### config.mk
export PLATFORM = sky130hd
export DESIGN_NAME = ex_top
export DESIGN_NICKNAME = d
export VERILOG_FILES = /design/src/logic/rv_ex_pkg.sv /design/src/logic/ex_mem_if.sv /design/src/logic/forward_unit.sv /design/src/logic/alu.sv /design/src/logic/csr_bank.sv /design/src/logic/ex_stage.sv /design/src/logic/ex_top.sv
export VERILOG_INCLUDE_DIRS = /design/src /design/src/logic
export SDC_FILE = /design/constraint.sdc
export NUM_CORES = 1
export LEC_CHECK = 0
export ABC_AREA = 1
export BUFFER_PORTS_ARGS = -buffer_cell sky130_fd_sc_hd__buf_2
export CAP_MARGIN = 15
export CELL_PAD_IN_SITES_DETAIL_PLACEMENT = 0
export CELL_PAD_IN_SITES_GLOBAL_PLACEMENT = 1
export CORE_MARGIN = 2
export CORE_UTILIZATION = 35
export CTS_BUF_LIST = sky130_fd_sc_hd__clkbuf_8
export CTS_CLUSTER_DIAMETER = 150
export DETAILED_ROUTE_END_ITERATION = 8
export PLACE_DENSITY_LB_ADDON = 0.1
export SKIP_LAST_GASP = 1
export SYNTH_ARGS = -nofsm -noshare
export SYNTH_HDL_FRONTEND = slang
export SYNTH_HIERARCHICAL = 1
export SYNTH_SLANG_ARGS = --single-unit
### constraint.sdc
create_clock -name clk_i -period 4.2 [get_ports clk_i]
set_input_delay 0.21 -clock clk_i [delete_from_list [all_inputs] [get_ports clk_i]]
set_output_delay 0.21 -clock clk_i [all_outputs]
set_load 0.1 [all_outputs]
### src/logic/rv_ex_cfg.svh
`ifndef RV_EX_CFG_SVH
`define RV_EX_CFG_SVH

// data path
`define RV_XLEN 32
`define RV_REG_AW 5

// csr bank
`define RV_CSR_AW 12
`define RV_CSR_COUNT 4

`endif

### src/logic/rv_ex_pkg.sv
`include "rv_ex_cfg.svh"

package rv_ex_pkg;

	// --------------------
	// vector types
	// --------------------
	typedef logic [`RV_XLEN-1:0] word_t;
	typedef logic [`RV_REG_AW-1:0] reg_addr_t;
	typedef logic [`RV_CSR_AW-1:0] csr_addr_t;

	// --------------------
	// control encodings
	// --------------------
	typedef enum logic [3:0] {
		ALU_ADD   = 4'd0,
		ALU_SUB   = 4'd1,
		ALU_SLL   = 4'd2,
		ALU_SLT   = 4'd3,
		ALU_SLTU  = 4'd4,
		ALU_XOR   = 4'd5,
		ALU_SRL   = 4'd6,
		ALU_SRA   = 4'd7,
		ALU_OR    = 4'd8,
		ALU_AND   = 4'd9,
		ALU_PASSB = 4'd10
	} alu_op_e;

	// writeback source, only carried to MEM
	typedef enum logic [1:0] {
		WB_MEM = 2'd0,
		WB_ALU = 2'd1,
		WB_PC4 = 2'd2,
		WB_CSR = 2'd3
	} wb_sel_e;

	typedef enum logic [1:0] {
		FWD_NONE = 2'd0,
		FWD_MEM  = 2'd1,
		FWD_WB   = 2'd2
	} fwd_sel_e;

endpackage

### src/logic/ex_mem_if.sv
interface ex_mem_if;
	import rv_ex_pkg::*;

	word_t alu;
	word_t rs2;
	word_t pc4;
	logic mem_we;
	wb_sel_e wb_sel;
	logic reg_we;
	reg_addr_t rd;
	logic csr_we;
	csr_addr_t csr_addr;
	word_t csr_rdata;

	// owner of the EX/MEM register
	modport stage (
		output alu, rs2, pc4, mem_we, wb_sel, reg_we, rd,
		output csr_we, csr_addr, csr_rdata
	);

	// hazard compare
	modport fwd (
		input rd, reg_we
	);

	// csr commit from MEM
	modport csr (
		input csr_we, csr_addr, alu
	);

endinterface

### src/logic/forward_unit.sv
module forward_unit (
	input rv_ex_pkg::reg_addr_t rs1_i,
	input rv_ex_pkg::reg_addr_t rs2_i,
	ex_mem_if.fwd mem,
	input rv_ex_pkg::reg_addr_t rd_wb_i,
	input logic reg_we_wb_i,
	output rv_ex_pkg::fwd_sel_e fwd_a_o,
	output rv_ex_pkg::fwd_sel_e fwd_b_o
);
	import rv_ex_pkg::*;

	logic mem_live;
	logic wb_live;

	// x0 is hardwired, never forward it
	assign mem_live = mem.reg_we && (mem.rd != '0);
	assign wb_live = reg_we_wb_i && (rd_wb_i != '0);

	function automatic fwd_sel_e pick_src(
		input reg_addr_t rs,
		input logic mem_hit_en,
		input reg_addr_t mem_rd,
		input logic wb_hit_en,
		input reg_addr_t wb_rd
	);
		fwd_sel_e sel;
		sel = FWD_NONE;
		// younger result wins
		if (mem_hit_en && (mem_rd == rs)) begin
			sel = FWD_MEM;
		end else if (wb_hit_en && (wb_rd == rs)) begin
			sel = FWD_WB;
		end
		return sel;
	endfunction

	always_comb begin
		fwd_a_o = pick_src(rs1_i, mem_live, mem.rd, wb_live, rd_wb_i);
		fwd_b_o = pick_src(rs2_i, mem_live, mem.rd, wb_live, rd_wb_i);
	end

endmodule

### src/logic/alu.sv
`include "rv_ex_cfg.svh"

module alu (
	input rv_ex_pkg::word_t a_i,
	input rv_ex_pkg::word_t b_i,
	input rv_ex_pkg::alu_op_e op_i,
	output rv_ex_pkg::word_t result_o
);
	import rv_ex_pkg::*;

	logic [4:0] shamt;
	logic lt_s;
	logic lt_u;

	// only the low five bits shift on RV32
	assign shamt = b_i[4:0];

	assign lt_s = $signed(a_i) < $signed(b_i);
	assign lt_u = a_i < b_i;

	always_comb begin
		unique case (op_i)
			ALU_ADD: begin
				result_o = a_i + b_i;
			end
			ALU_SUB: begin
				result_o = a_i - b_i;
			end
			ALU_SLL: begin
				result_o = a_i << shamt;
			end
			ALU_SLT: begin
				result_o = {{(`RV_XLEN-1){1'b0}}, lt_s};
			end
			ALU_SLTU: begin
				result_o = {{(`RV_XLEN-1){1'b0}}, lt_u};
			end
			ALU_XOR: begin
				result_o = a_i ^ b_i;
			end
			ALU_SRL: begin
				result_o = a_i >> shamt;
			end
			ALU_SRA: begin
				result_o = word_t'($signed(a_i) >>> shamt);
			end
			ALU_OR: begin
				result_o = a_i | b_i;
			end
			ALU_AND: begin
				result_o = a_i & b_i;
			end
			// lui and csrrw
			ALU_PASSB: begin
				result_o = b_i;
			end
			default: begin
				result_o = '0;
			end
		endcase
	end

endmodule

### src/logic/csr_bank.sv
`include "rv_ex_cfg.svh"

module csr_bank (
	input logic clk_i,
	input logic rst_ni,
	input rv_ex_pkg::csr_addr_t raddr_i,
	output rv_ex_pkg::word_t rdata_o,
	ex_mem_if.csr mem
);
	import rv_ex_pkg::*;

	localparam int IDX_W = $clog2(`RV_CSR_COUNT);

	word_t csr_q [`RV_CSR_COUNT];
	logic [IDX_W-1:0] widx;
	logic [IDX_W-1:0] ridx;

	// upper address bits are don't care
	assign widx = mem.csr_addr[IDX_W-1:0];
	assign ridx = raddr_i[IDX_W-1:0];

	// --------------------
	// commit from MEM
	// --------------------
	always_ff @(posedge clk_i or negedge rst_ni) begin
		if (!rst_ni) begin
			for (int i = 0; i < `RV_CSR_COUNT; i++) begin
				csr_q[i] <= '0;
			end
		end else if (mem.csr_we) begin
			csr_q[widx] <= mem.alu;
		end
	end

	// --------------------
	// read in EX
	// --------------------
	// no bypass, a write in MEM shows up after the edge
	assign rdata_o = csr_q[ridx];

endmodule

### src/logic/ex_stage.sv
module ex_stage (
	input logic clk_i,
	input logic rst_ni,
	input logic enable_i,
	input logic flush_i,
	input rv_ex_pkg::word_t rs1_data_i,
	input rv_ex_pkg::word_t rs2_data_i,
	input rv_ex_pkg::word_t imm_i,
	input rv_ex_pkg::word_t pc_i,
	input rv_ex_pkg::word_t pc4_i,
	input rv_ex_pkg::reg_addr_t rd_i,
	input rv_ex_pkg::alu_op_e alu_op_i,
	input logic a_sel_pc_i,
	input logic b_sel_imm_i,
	input logic b_sel_csr_i,
	input logic br_un_i,
	input logic mem_we_i,
	input logic reg_we_i,
	input logic csr_we_i,
	input rv_ex_pkg::wb_sel_e wb_sel_i,
	input rv_ex_pkg::csr_addr_t csr_addr_i,
	input rv_ex_pkg::word_t csr_rdata_i,
	input rv_ex_pkg::word_t data_wb_i,
	input rv_ex_pkg::fwd_sel_e fwd_a_i,
	input rv_ex_pkg::fwd_sel_e fwd_b_i,
	output rv_ex_pkg::word_t alu_o,
	output logic br_eq_o,
	output logic br_lt_o,
	ex_mem_if.stage mem
);
	import rv_ex_pkg::*;

	word_t rs1_fwd;
	word_t rs2_fwd;
	word_t op_a;
	word_t op_b;
	word_t alu_res;

	function automatic word_t fwd_mux(
		input fwd_sel_e sel,
		input word_t reg_val,
		input word_t mem_val,
		input word_t wb_val
	);
		word_t val;
		case (sel)
			FWD_MEM: val = mem_val;
			FWD_WB: val = wb_val;
			default: val = reg_val;
		endcase
		return val;
	endfunction

	// --------------------
	// operand select
	// --------------------
	assign rs1_fwd = fwd_mux(fwd_a_i, rs1_data_i, mem.alu, data_wb_i);
	assign rs2_fwd = fwd_mux(fwd_b_i, rs2_data_i, mem.alu, data_wb_i);

	assign op_a = a_sel_pc_i ? pc_i : rs1_fwd;

	// csr value wins over reg and imm
	always_comb begin
		if (b_sel_csr_i) begin
			op_b = csr_rdata_i;
		end else if (b_sel_imm_i) begin
			op_b = imm_i;
		end else begin
			op_b = rs2_fwd;
		end
	end

	alu u_alu (
		.a_i(op_a),
		.b_i(op_b),
		.op_i(alu_op_i),
		.result_o(alu_res)
	);

	assign alu_o = alu_res;

	// branch compare on forwarded regs
	assign br_eq_o = (rs1_fwd == rs2_fwd);
	assign br_lt_o = br_un_i ? (rs1_fwd < rs2_fwd) : ($signed(rs1_fwd) < $signed(rs2_fwd));

	// --------------------
	// EX/MEM register
	// --------------------
	always_ff @(posedge clk_i or negedge rst_ni) begin
		if (!rst_ni) begin
			mem.alu <= '0;
			mem.rs2 <= '0;
			mem.pc4 <= '0;
			mem.mem_we <= 1'b0;
			mem.wb_sel <= WB_MEM;
			mem.reg_we <= 1'b0;
			mem.rd <= '0;
			mem.csr_we <= 1'b0;
			mem.csr_addr <= '0;
			mem.csr_rdata <= '0;
		end else if (enable_i) begin
			if (flush_i) begin
				// bubble, WB_MEM encodes as zero
				mem.alu <= '0;
				mem.rs2 <= '0;
				mem.pc4 <= '0;
				mem.mem_we <= 1'b0;
				mem.wb_sel <= WB_MEM;
				mem.reg_we <= 1'b0;
				mem.rd <= '0;
				mem.csr_we <= 1'b0;
				mem.csr_addr <= '0;
				mem.csr_rdata <= '0;
			end else begin
				mem.alu <= alu_res;
				mem.rs2 <= rs2_fwd;
				mem.pc4 <= pc4_i;
				mem.mem_we <= mem_we_i;
				mem.wb_sel <= wb_sel_i;
				mem.reg_we <= reg_we_i;
				mem.rd <= rd_i;
				mem.csr_we <= csr_we_i;
				mem.csr_addr <= csr_addr_i;
				mem.csr_rdata <= csr_rdata_i;
			end
		end
	end

endmodule

### src/logic/ex_top.sv
module ex_top (
	input logic clk_i,
	input logic rst_ni,
	input logic enable_i,
	input logic flush_i,
	input rv_ex_pkg::word_t rs1_data_i,
	input rv_ex_pkg::word_t rs2_data_i,
	input rv_ex_pkg::word_t imm_i,
	input rv_ex_pkg::word_t pc_i,
	input rv_ex_pkg::word_t pc4_i,
	input rv_ex_pkg::reg_addr_t rd_i,
	input rv_ex_pkg::alu_op_e alu_op_i,
	input logic a_sel_pc_i,
	input logic b_sel_imm_i,
	input logic b_sel_csr_i,
	input logic br_un_i,
	input logic mem_we_i,
	input logic reg_we_i,
	input logic csr_we_i,
	input rv_ex_pkg::wb_sel_e wb_sel_i,
	input rv_ex_pkg::csr_addr_t csr_addr_i,
	input rv_ex_pkg::word_t data_wb_i,
	input rv_ex_pkg::reg_addr_t rs1_i,
	input rv_ex_pkg::reg_addr_t rs2_i,
	input rv_ex_pkg::reg_addr_t rd_wb_i,
	input logic reg_we_wb_i,
	output rv_ex_pkg::word_t alu_o,
	output logic br_eq_o,
	output logic br_lt_o,
	output rv_ex_pkg::word_t alu_mem_o,
	output rv_ex_pkg::word_t rs2_mem_o,
	output rv_ex_pkg::word_t pc4_mem_o,
	output logic mem_we_mem_o,
	output logic reg_we_mem_o,
	output logic csr_we_mem_o,
	output rv_ex_pkg::wb_sel_e wb_sel_mem_o,
	output rv_ex_pkg::reg_addr_t rd_mem_o,
	output rv_ex_pkg::csr_addr_t csr_addr_mem_o,
	output rv_ex_pkg::word_t csr_rdata_mem_o
);
	import rv_ex_pkg::*;

	fwd_sel_e fwd_a;
	fwd_sel_e fwd_b;
	word_t csr_rdata_ex;

	ex_mem_if ex_mem ();

	forward_unit u_fwd (
		.rs1_i(rs1_i),
		.rs2_i(rs2_i),
		.mem(ex_mem.fwd),
		.rd_wb_i(rd_wb_i),
		.reg_we_wb_i(reg_we_wb_i),
		.fwd_a_o(fwd_a),
		.fwd_b_o(fwd_b)
	);

	csr_bank u_csr (
		.clk_i(clk_i),
		.rst_ni(rst_ni),
		.raddr_i(csr_addr_i),
		.rdata_o(csr_rdata_ex),
		.mem(ex_mem.csr)
	);

	ex_stage u_ex (
		.clk_i(clk_i),
		.rst_ni(rst_ni),
		.enable_i(enable_i),
		.flush_i(flush_i),
		.rs1_data_i(rs1_data_i),
		.rs2_data_i(rs2_data_i),
		.imm_i(imm_i),
		.pc_i(pc_i),
		.pc4_i(pc4_i),
		.rd_i(rd_i),
		.alu_op_i(alu_op_i),
		.a_sel_pc_i(a_sel_pc_i),
		.b_sel_imm_i(b_sel_imm_i),
		.b_sel_csr_i(b_sel_csr_i),
		.br_un_i(br_un_i),
		.mem_we_i(mem_we_i),
		.reg_we_i(reg_we_i),
		.csr_we_i(csr_we_i),
		.wb_sel_i(wb_sel_i),
		.csr_addr_i(csr_addr_i),
		.csr_rdata_i(csr_rdata_ex),
		.data_wb_i(data_wb_i),
		.fwd_a_i(fwd_a),
		.fwd_b_i(fwd_b),
		.alu_o(alu_o),
		.br_eq_o(br_eq_o),
		.br_lt_o(br_lt_o),
		.mem(ex_mem.stage)
	);

	// EX/MEM contents out to the MEM stage
	assign alu_mem_o = ex_mem.alu;
	assign rs2_mem_o = ex_mem.rs2;
	assign pc4_mem_o = ex_mem.pc4;
	assign mem_we_mem_o = ex_mem.mem_we;
	assign reg_we_mem_o = ex_mem.reg_we;
	assign csr_we_mem_o = ex_mem.csr_we;
	assign wb_sel_mem_o = ex_mem.wb_sel;
	assign rd_mem_o = ex_mem.rd;
	assign csr_addr_mem_o = ex_mem.csr_addr;
	assign csr_rdata_mem_o = ex_mem.csr_rdata;

endmodule

==> flow_summary_export.csv, run 1 <==
group,metric,value,unit
run_status,status,"complete, but fails checks",
run_status,failed_checks,"negative setup slack",
power,power_density,353,nW/um^2
placed_design,dp_worst_setup_slack,-0.870,ns
setup_path,crit_path_max_incr_delay,0.49,ns
setup_path,end_kind,"register",
layout,fill_cells,7353,
route,drt-total-wl,159,mm
placed_design,portBuffers,425,
sta,setup_ws,-0.999,ns
setup_path,cp.required,4.68,ns
sta,finalSetupViolCount,66,
clocking,clock-sinks,278,
route,antenna_left,0,
route,first_iter_violations,3387,
clocking,clk_latency,0.65,ns
global_routing,grt_pass1_vias,33800,
floorplan,ioPinCount,426,
layout,final_cell_mix,"nand2_1, buf_4, inv_1",
global_routing,gr-total-overflow,0,
global_routing,track_usage,39.5,%
floorplan,die_y,278,microns
min_path,min_path_type,"in -> reg",
synthesis,syn_area_per_cell,6.06,sq um
clocking,cts.clk_slew.worst_paths,0.07,ns
clocking,cts_tree,"done",
power,vdd_drop_max,0.240,mV
layout,ff_latch_area,6980,sq um
sta,tightest_slew,1.24,ns
synthesis,ys_types,52,
clocking,htreeDepth,2,
route,drcViolationCount,0,
floorplan,die_area,77400,sq um
layout,areaGrowthSynthToFinish,64.3,%
synthesis,synth_edf_count,0,
power,p_total,15300,uW
global_routing,antenna_found_initial,14,
clocking,clk_path_buf_depth,3,
floorplan,die_x,278,microns
job,drv_cap,0,
sta,finalCritPeriodShare,124,%
layout,multi_input_area,19700,sq um
setup_path,crit_path_max_fanout,8,
placed_design,gp_congestion,1.05,
floorplan,start_util,35.4,%
placed_design,dpl.hpwl,123,mm
synthesis,ys.flop_type,"dfrtp_1",
setup_path,cp.arrival,5.67,ns
synthesis,ys_ff_latch,278,
floorplan,core_area,74400,sq um
synthesis,synthTopCellsByArea,"dfrtp_1, nand2_1, nand3_1",
power,leakagePower,0.0222,uW
clocking,cts_buffers,49,
layout,fin_nets,5937,
synthesis,yosys.area.top_type,"dfrtp_1",
route,via_per_inst,5.36,
synthesis,synth_cells,4342,
sta,maxSlewViolCount,0,
clocking,cts-root-buf,"clkbuf_8",
layout,utilization,58.1,%
route,dr.pass1.iters,5,
layout,layout_commonest_cell,"nand2_1",
route,num_vias,35300,
route,avgRoutedWirePerCell,24.1,microns
synthesis,ys_seq_area_share,26.4,%
layout,drive_above_1_share,41.8,%
synthesis,synth_area,26300,sq um
setup_path,path_class,"reg -> reg",
synthesis,ys_warn_count,6,
sta,max_freq,0.192,GHz
synthesis,synth.top_cell.area_share,26.4,%
global_routing,grt_max_degree,131,
setup_path,worst_setup_path_start_kind,"register",
synthesis,syn_nets,4721,
synthesis,synthArstFlopShare,100,%
floorplan,rows,100,
setup_path,cp_common_cell,"buf_6",
sta,rsz0062_at_grt,"true",
sta,slew_headroom,17.0,%
setup_path,cp_slowest_cell,"dfrtp_4",
sta,fin_skew,0.0476,ns
sta,finalCriticalPeriod,5.20,ns
sta,fin_tns_setup,-35.16,ns
global_routing,grt_pass1_wl,226,mm
sta,hold_viol_final,0,
## flip-flops by register name, indices dropped and copies added, names as in the netlist
| name | count |
|---|---|
| u_ex/mem.wb_sel | 2 |
| u_ex/mem.mem_we | 1 |
| u_ex/mem.csr_we | 1 |
| u_ex/mem.rs2 | 32 |
| u_ex/mem.csr_addr | 12 |
| u_ex/mem.alu | 32 |
| u_ex/mem.reg_we | 1 |
| u_ex/mem.csr_rdata | 32 |
| u_ex/mem.rd | 5 |
| u_csr/csr_q | 128 |
| u_ex/mem.pc4 | 32 |
## cells in the mapped netlist (all sizes together), types with 8 or more instances
cell type  number
a21oi         106
a22oi          14
and2            8
buf           143
clkbuf        104
dfrtp         278
ha            135
inv           725
nand2        1278
nand3         643
nand4          97
nor2          220
nor3           27
o211ai         76
o21ai         313
o21bai         11
o22ai          98
or2            20
## final cells by class
type	instances	share of cell area (%)
inverter	727	6.51
clock buffer	64	2.04
multi-input combinational	3090	45.6
clock inverter	26	0.550
antenna	9	0.0521
tap	969	2.80
sequential	278	16.1
timing repair buffer	1412	26.3
## worst max-delay path: cells and delay by family, from the launching register on
kind / cells / cell delay [ns]
and+or+nand+nor: 15 / 1.61
adders and majority gates: 2 / 0.69
buffers and inverters: 14 / 1.45
DFF: 1 / 0.49
AOI/OAI and AO/OA: 5 / 0.84
## metal layers
layer / share of wire, % / global-route usage (%) / up-vias
li1: - / - / 16500
met1: 41 / 51.3 / 16800
met2: 44 / 61.7 / 1583
met3: 8.3 / 7.29 / 370
met4: 6.6 / 22.6 / 4
met5: 0.014 / 0 / -
## power breakdown
part	leakage (uW)	internal [uW]	switching [uW]
registers	0.00371	3030	232
logic	0.0179	3290	5820
clock network	0.000612	1620	1280
## kinds of logic after synthesis
| family | after synthesis | synth area share [%] |
|---|---|---|
| adders and majority gates | 137 | 6.57 |
| AOI/OAI and AO/OA | 638 | 13.8 |
| and+or+nand+nor | 2305 | 37.9 |
| muxes | 1 | 0.0428 |
| xor gates and xnor gates | 9 | 0.300 |
| DFF | 278 | 26.4 |
| buffers and inverters | 974 | 14.9 |
## metrics by stage
stage	area [sq um]	cells	hold slack (ns)
final	43300	6575	0.0361
after global routing	43300	6574	0.0350
after CTS	41300	6514	0.00621
after detailed placement	36000	6244	0.378
after global placement	36000	6244	0.386
after floorplan	27400	4342	-0.0856
## path summary, 6_finish.rpt
check / from / end / slack (ns) / depth (start not counted)
setup / recovery: u_ex/mem.rd[0]$_DFFE_PN0P_ / u_ex/mem.alu[0]$_DFFE_PN0P_ / -1.0 / 36
hold / removal: rs2_data_i[15] / u_ex/mem.rs2[15]$_DFFE_PN0P_ / 0.04 / 4
setup reg to reg: u_ex/mem.rd[0]$_DFFE_PN0P_ / u_ex/mem.alu[0]$_DFFE_PN0P_ / -1.0 / 36
hold reg to reg: u_csr/csr_q[55]$_DFFE_PN0P_ / u_csr/csr_q[55]$_DFFE_PN0P_ / 0.47 / 2
max in group asynchronous: rst_ni / u_ex/mem.alu[30]$_DFFE_PN0P_ / 2.98 / 3
min in group asynchronous: rst_ni / u_ex/mem.pc4[20]$_DFFE_PN0P_ / 0.21 / 2
## repair_timing
action,in CTS,in global routing
cloned,9,2
resized for setup,724,459
setup buffers,113,61
endpoints found under the hold margin,169,0
endpoints found under the setup margin,66,66
pin swaps,168,239
hold buffers,60,0
No activity file was read; power rests on OpenSTA's default activity.
==> inputs of run 2 (changes only) <==
--- a/config.mk
+++ b/config.mk
@@ -13,7 +13,7 @@
 export CELL_PAD_IN_SITES_GLOBAL_PLACEMENT = 1
 export CORE_MARGIN = 2
 export CORE_UTILIZATION = 35
-export CTS_BUF_LIST = sky130_fd_sc_hd__clkbuf_8
+export CTS_BUF_LIST = sky130_fd_sc_hd__clkbuf_16
 export CTS_CLUSTER_DIAMETER = 150
 export DETAILED_ROUTE_END_ITERATION = 8
 export PLACE_DENSITY_LB_ADDON = 0.1
==> run 2 against run 1 <==
The flow still finishes with violations (negative setup slack). Sequential power barely moved. Register-to-register slack gained 0.52 ns. Non-clock buffer count shrank 60. Largest cell class unchanged. Power fell by 3.1%.
==> flow_summary_export.csv, run 2 (same netlist as run 1, synthesis figures left out) <==
group,metric,value,unit
sta,max_freq,0.197,GHz
setup_path,worst_r2r_endpoint,"u_ex/mem.alu[31]$_DFFE_PN0P_",
floorplan,start_util,35.4,%
clocking,clk_path_buf_depth,3,
placed_design,portBuffers,425,
power,leakagePower,0.0214,uW
setup_path,reg2reg_depth,31,
sta,maxSlewViolCount,0,
power,vdd_drop_max,0.274,mV
layout,areaGrowthSynthToFinish,57.8,%
floorplan,die_y,278,microns
clocking,clk_latency,0.55,ns
min_path,min_path_type,"in -> reg",
sta,tightest_slew,1.23,ns
route,num_vias,34800,
power,power_density,356,nW/um^2
layout,ff_latch_area,6980,sq um
sta,finalCritPeriodShare,121,%
setup_path,timing.rr.start,"u_ex/mem.rd[1]$_DFFE_PN0P_",
placed_design,gp_congestion,1.05,
route,drcViolationCount,0,
sta,setup_ws,-0.880,ns
placed_design,dpl.hpwl,123,mm
sta,finalSetupViolCount,66,
global_routing,grt_max_degree,131,
clocking,cts_buffers,34,
layout,multi_input_area,18800,sq um
setup_path,path_class,"reg -> out",
min_path,min-delay-start,"rs2_data_i[26]",
sta,rsz0062_at_grt,"true",
global_routing,grt_pass1_wl,222,mm
route,via_per_inst,5.37,
global_routing,track_usage,38.8,%
setup_path,cp_slowest_cell,"dfrtp_4",
sta,hold_viol_final,0,
sta,slew_headroom,18.0,%
setup_path,crit_path_max_incr_delay,0.48,ns
layout,final_cell_mix,"nand2_1, buf_4, inv_1",
global_routing,antenna_found_initial,13,
setup_path,cp.arrival,4.87,ns
layout,drive_above_1_share,38.0,%
job,drv_cap,0,
clocking,cts_tree,"done",
clocking,cts-root-buf,"clkbuf_16",
sta,hold_ws,0.0974,ns
min_path,whs_endpoint,"u_ex/mem.rs2[26]$_DFFE_PN0P_",
floorplan,die_area,77400,sq um
floorplan,core_area,74400,sq um
setup_path,r2r_slack,-0.48,ns
floorplan,die_x,278,microns
sta,fin_tns_setup,-33.80,ns
clocking,htreeDepth,2,
layout,layout.cells.non_filler,6484,
sta,fin_skew,0.0243,ns
setup_path,worst_setup_path_start_kind,"register",
min_path,hold_path_depth,4,
floorplan,rows,100,
global_routing,gr-total-overflow,0,
placed_design,dp.cells,6244,
route,dr.pass1.iters,5,
floorplan,ioPinCount,426,
layout,fin_nets,5864,
run_status,failed_checks,"negative setup slack",
setup_path,end_kind,"output pin",
global_routing,grt_pass1_vias,32800,
clocking,clock-sinks,278,
layout,largest_reg_flops,128,
route,antenna_left,0,
route,first_iter_violations,3499,
layout,fill_cells,7521,
sta,finalCriticalPeriod,5.08,ns
route,avgRoutedWirePerCell,24.3,microns
layout,largest-register,"u_csr/csr_q",
setup_path,crit_path_max_fanout,10,
run_status,status,"complete, but fails checks",
layout,utilization,55.8,%
setup_path,cp.required,3.99,ns
setup_path,crit_start,"u_ex/mem.rd[1]$_DFFE_PN0P_",
layout,layout_commonest_cell,"nand2_1",
placed_design,dp_worst_setup_slack,-0.870,ns
route,drt-total-wl,157,mm
clocking,cts.clk_slew.worst_paths,0.06,ns
run 2: metrics by stage:
stage / power (uW) / area, sq um
finish: 14800 / 41500
global route: 15400 / 41500
CTS: 14000 / 39000
detailed placement: 10800 / 36000
global placement: 10800 / 36000
floorplan: 7490 / 27400
run 2: cell type report:
type,instances,share of cell area (%)
inverters,727,6.74
clock inverters,26,0.413
flip-flops and latches,278,16.8
well taps,969,2.92
multi-input cells,3090,45.3
clock buffers,35,2.11
repair buffers,1352,25.6
repair inverters,2,0.0422
diodes,5,0.0301
run 2: worst max path at each step:
stage / endpoint / slack, ns / cells past startpoint
6_report: alu_o[28] / -0.88 / 29
5_1_grt: alu_o[31] / -1.0 / 28
4_1_cts: alu_o[31] / -0.84 / 30
3_5_place_dp: alu_o[0] / -0.87 / 27
3_3_place_gp: alu_o[0] / -0.99 / 29
2_1_floorplan: u_ex/mem.alu[1]$_DFFE_PN0P_ / -0.88 / 24
run 2: layer usage:
metal | vias up | global-route usage (%) | wire length, microns
li1 | 16300 | - | -
met1 | 16600 | 52.4 | 65800
met2 | 1540 | 61.5 | 70500
met3 | 337 | 4.76 | 12000
met4 | 4 | 18.5 | 9040
met5 | - | 0 | 22
run 2: power by group:
| group | switching, uW | internal (uW) |
|---|---|---|
| Sequential | 231 | 3030 |
| Combinational | 5630 | 3070 |
| Clock | 1260 | 1590 |
run 2: repair_timing:
item | CTS | global route
endpoints found under the hold margin | 162 | 0
resized for setup | 304 | 551
endpoints found under the setup margin | 66 | 66
hold buffers | 53 | 0
gates cloned | 3 | 9
setup buffers | 40 | 72
pin swaps | 70 | 229
run 2: worst max-delay path, delay by kind of cell, from the launching register on:
kind	cells	cell delay, ns
AOI/OAI and AO/OA	3	0.59
buffers and inverters	9	1.11
and+or+nand+nor	15	1.58
DFF	1	0.48
adders and majority gates	2	0.54
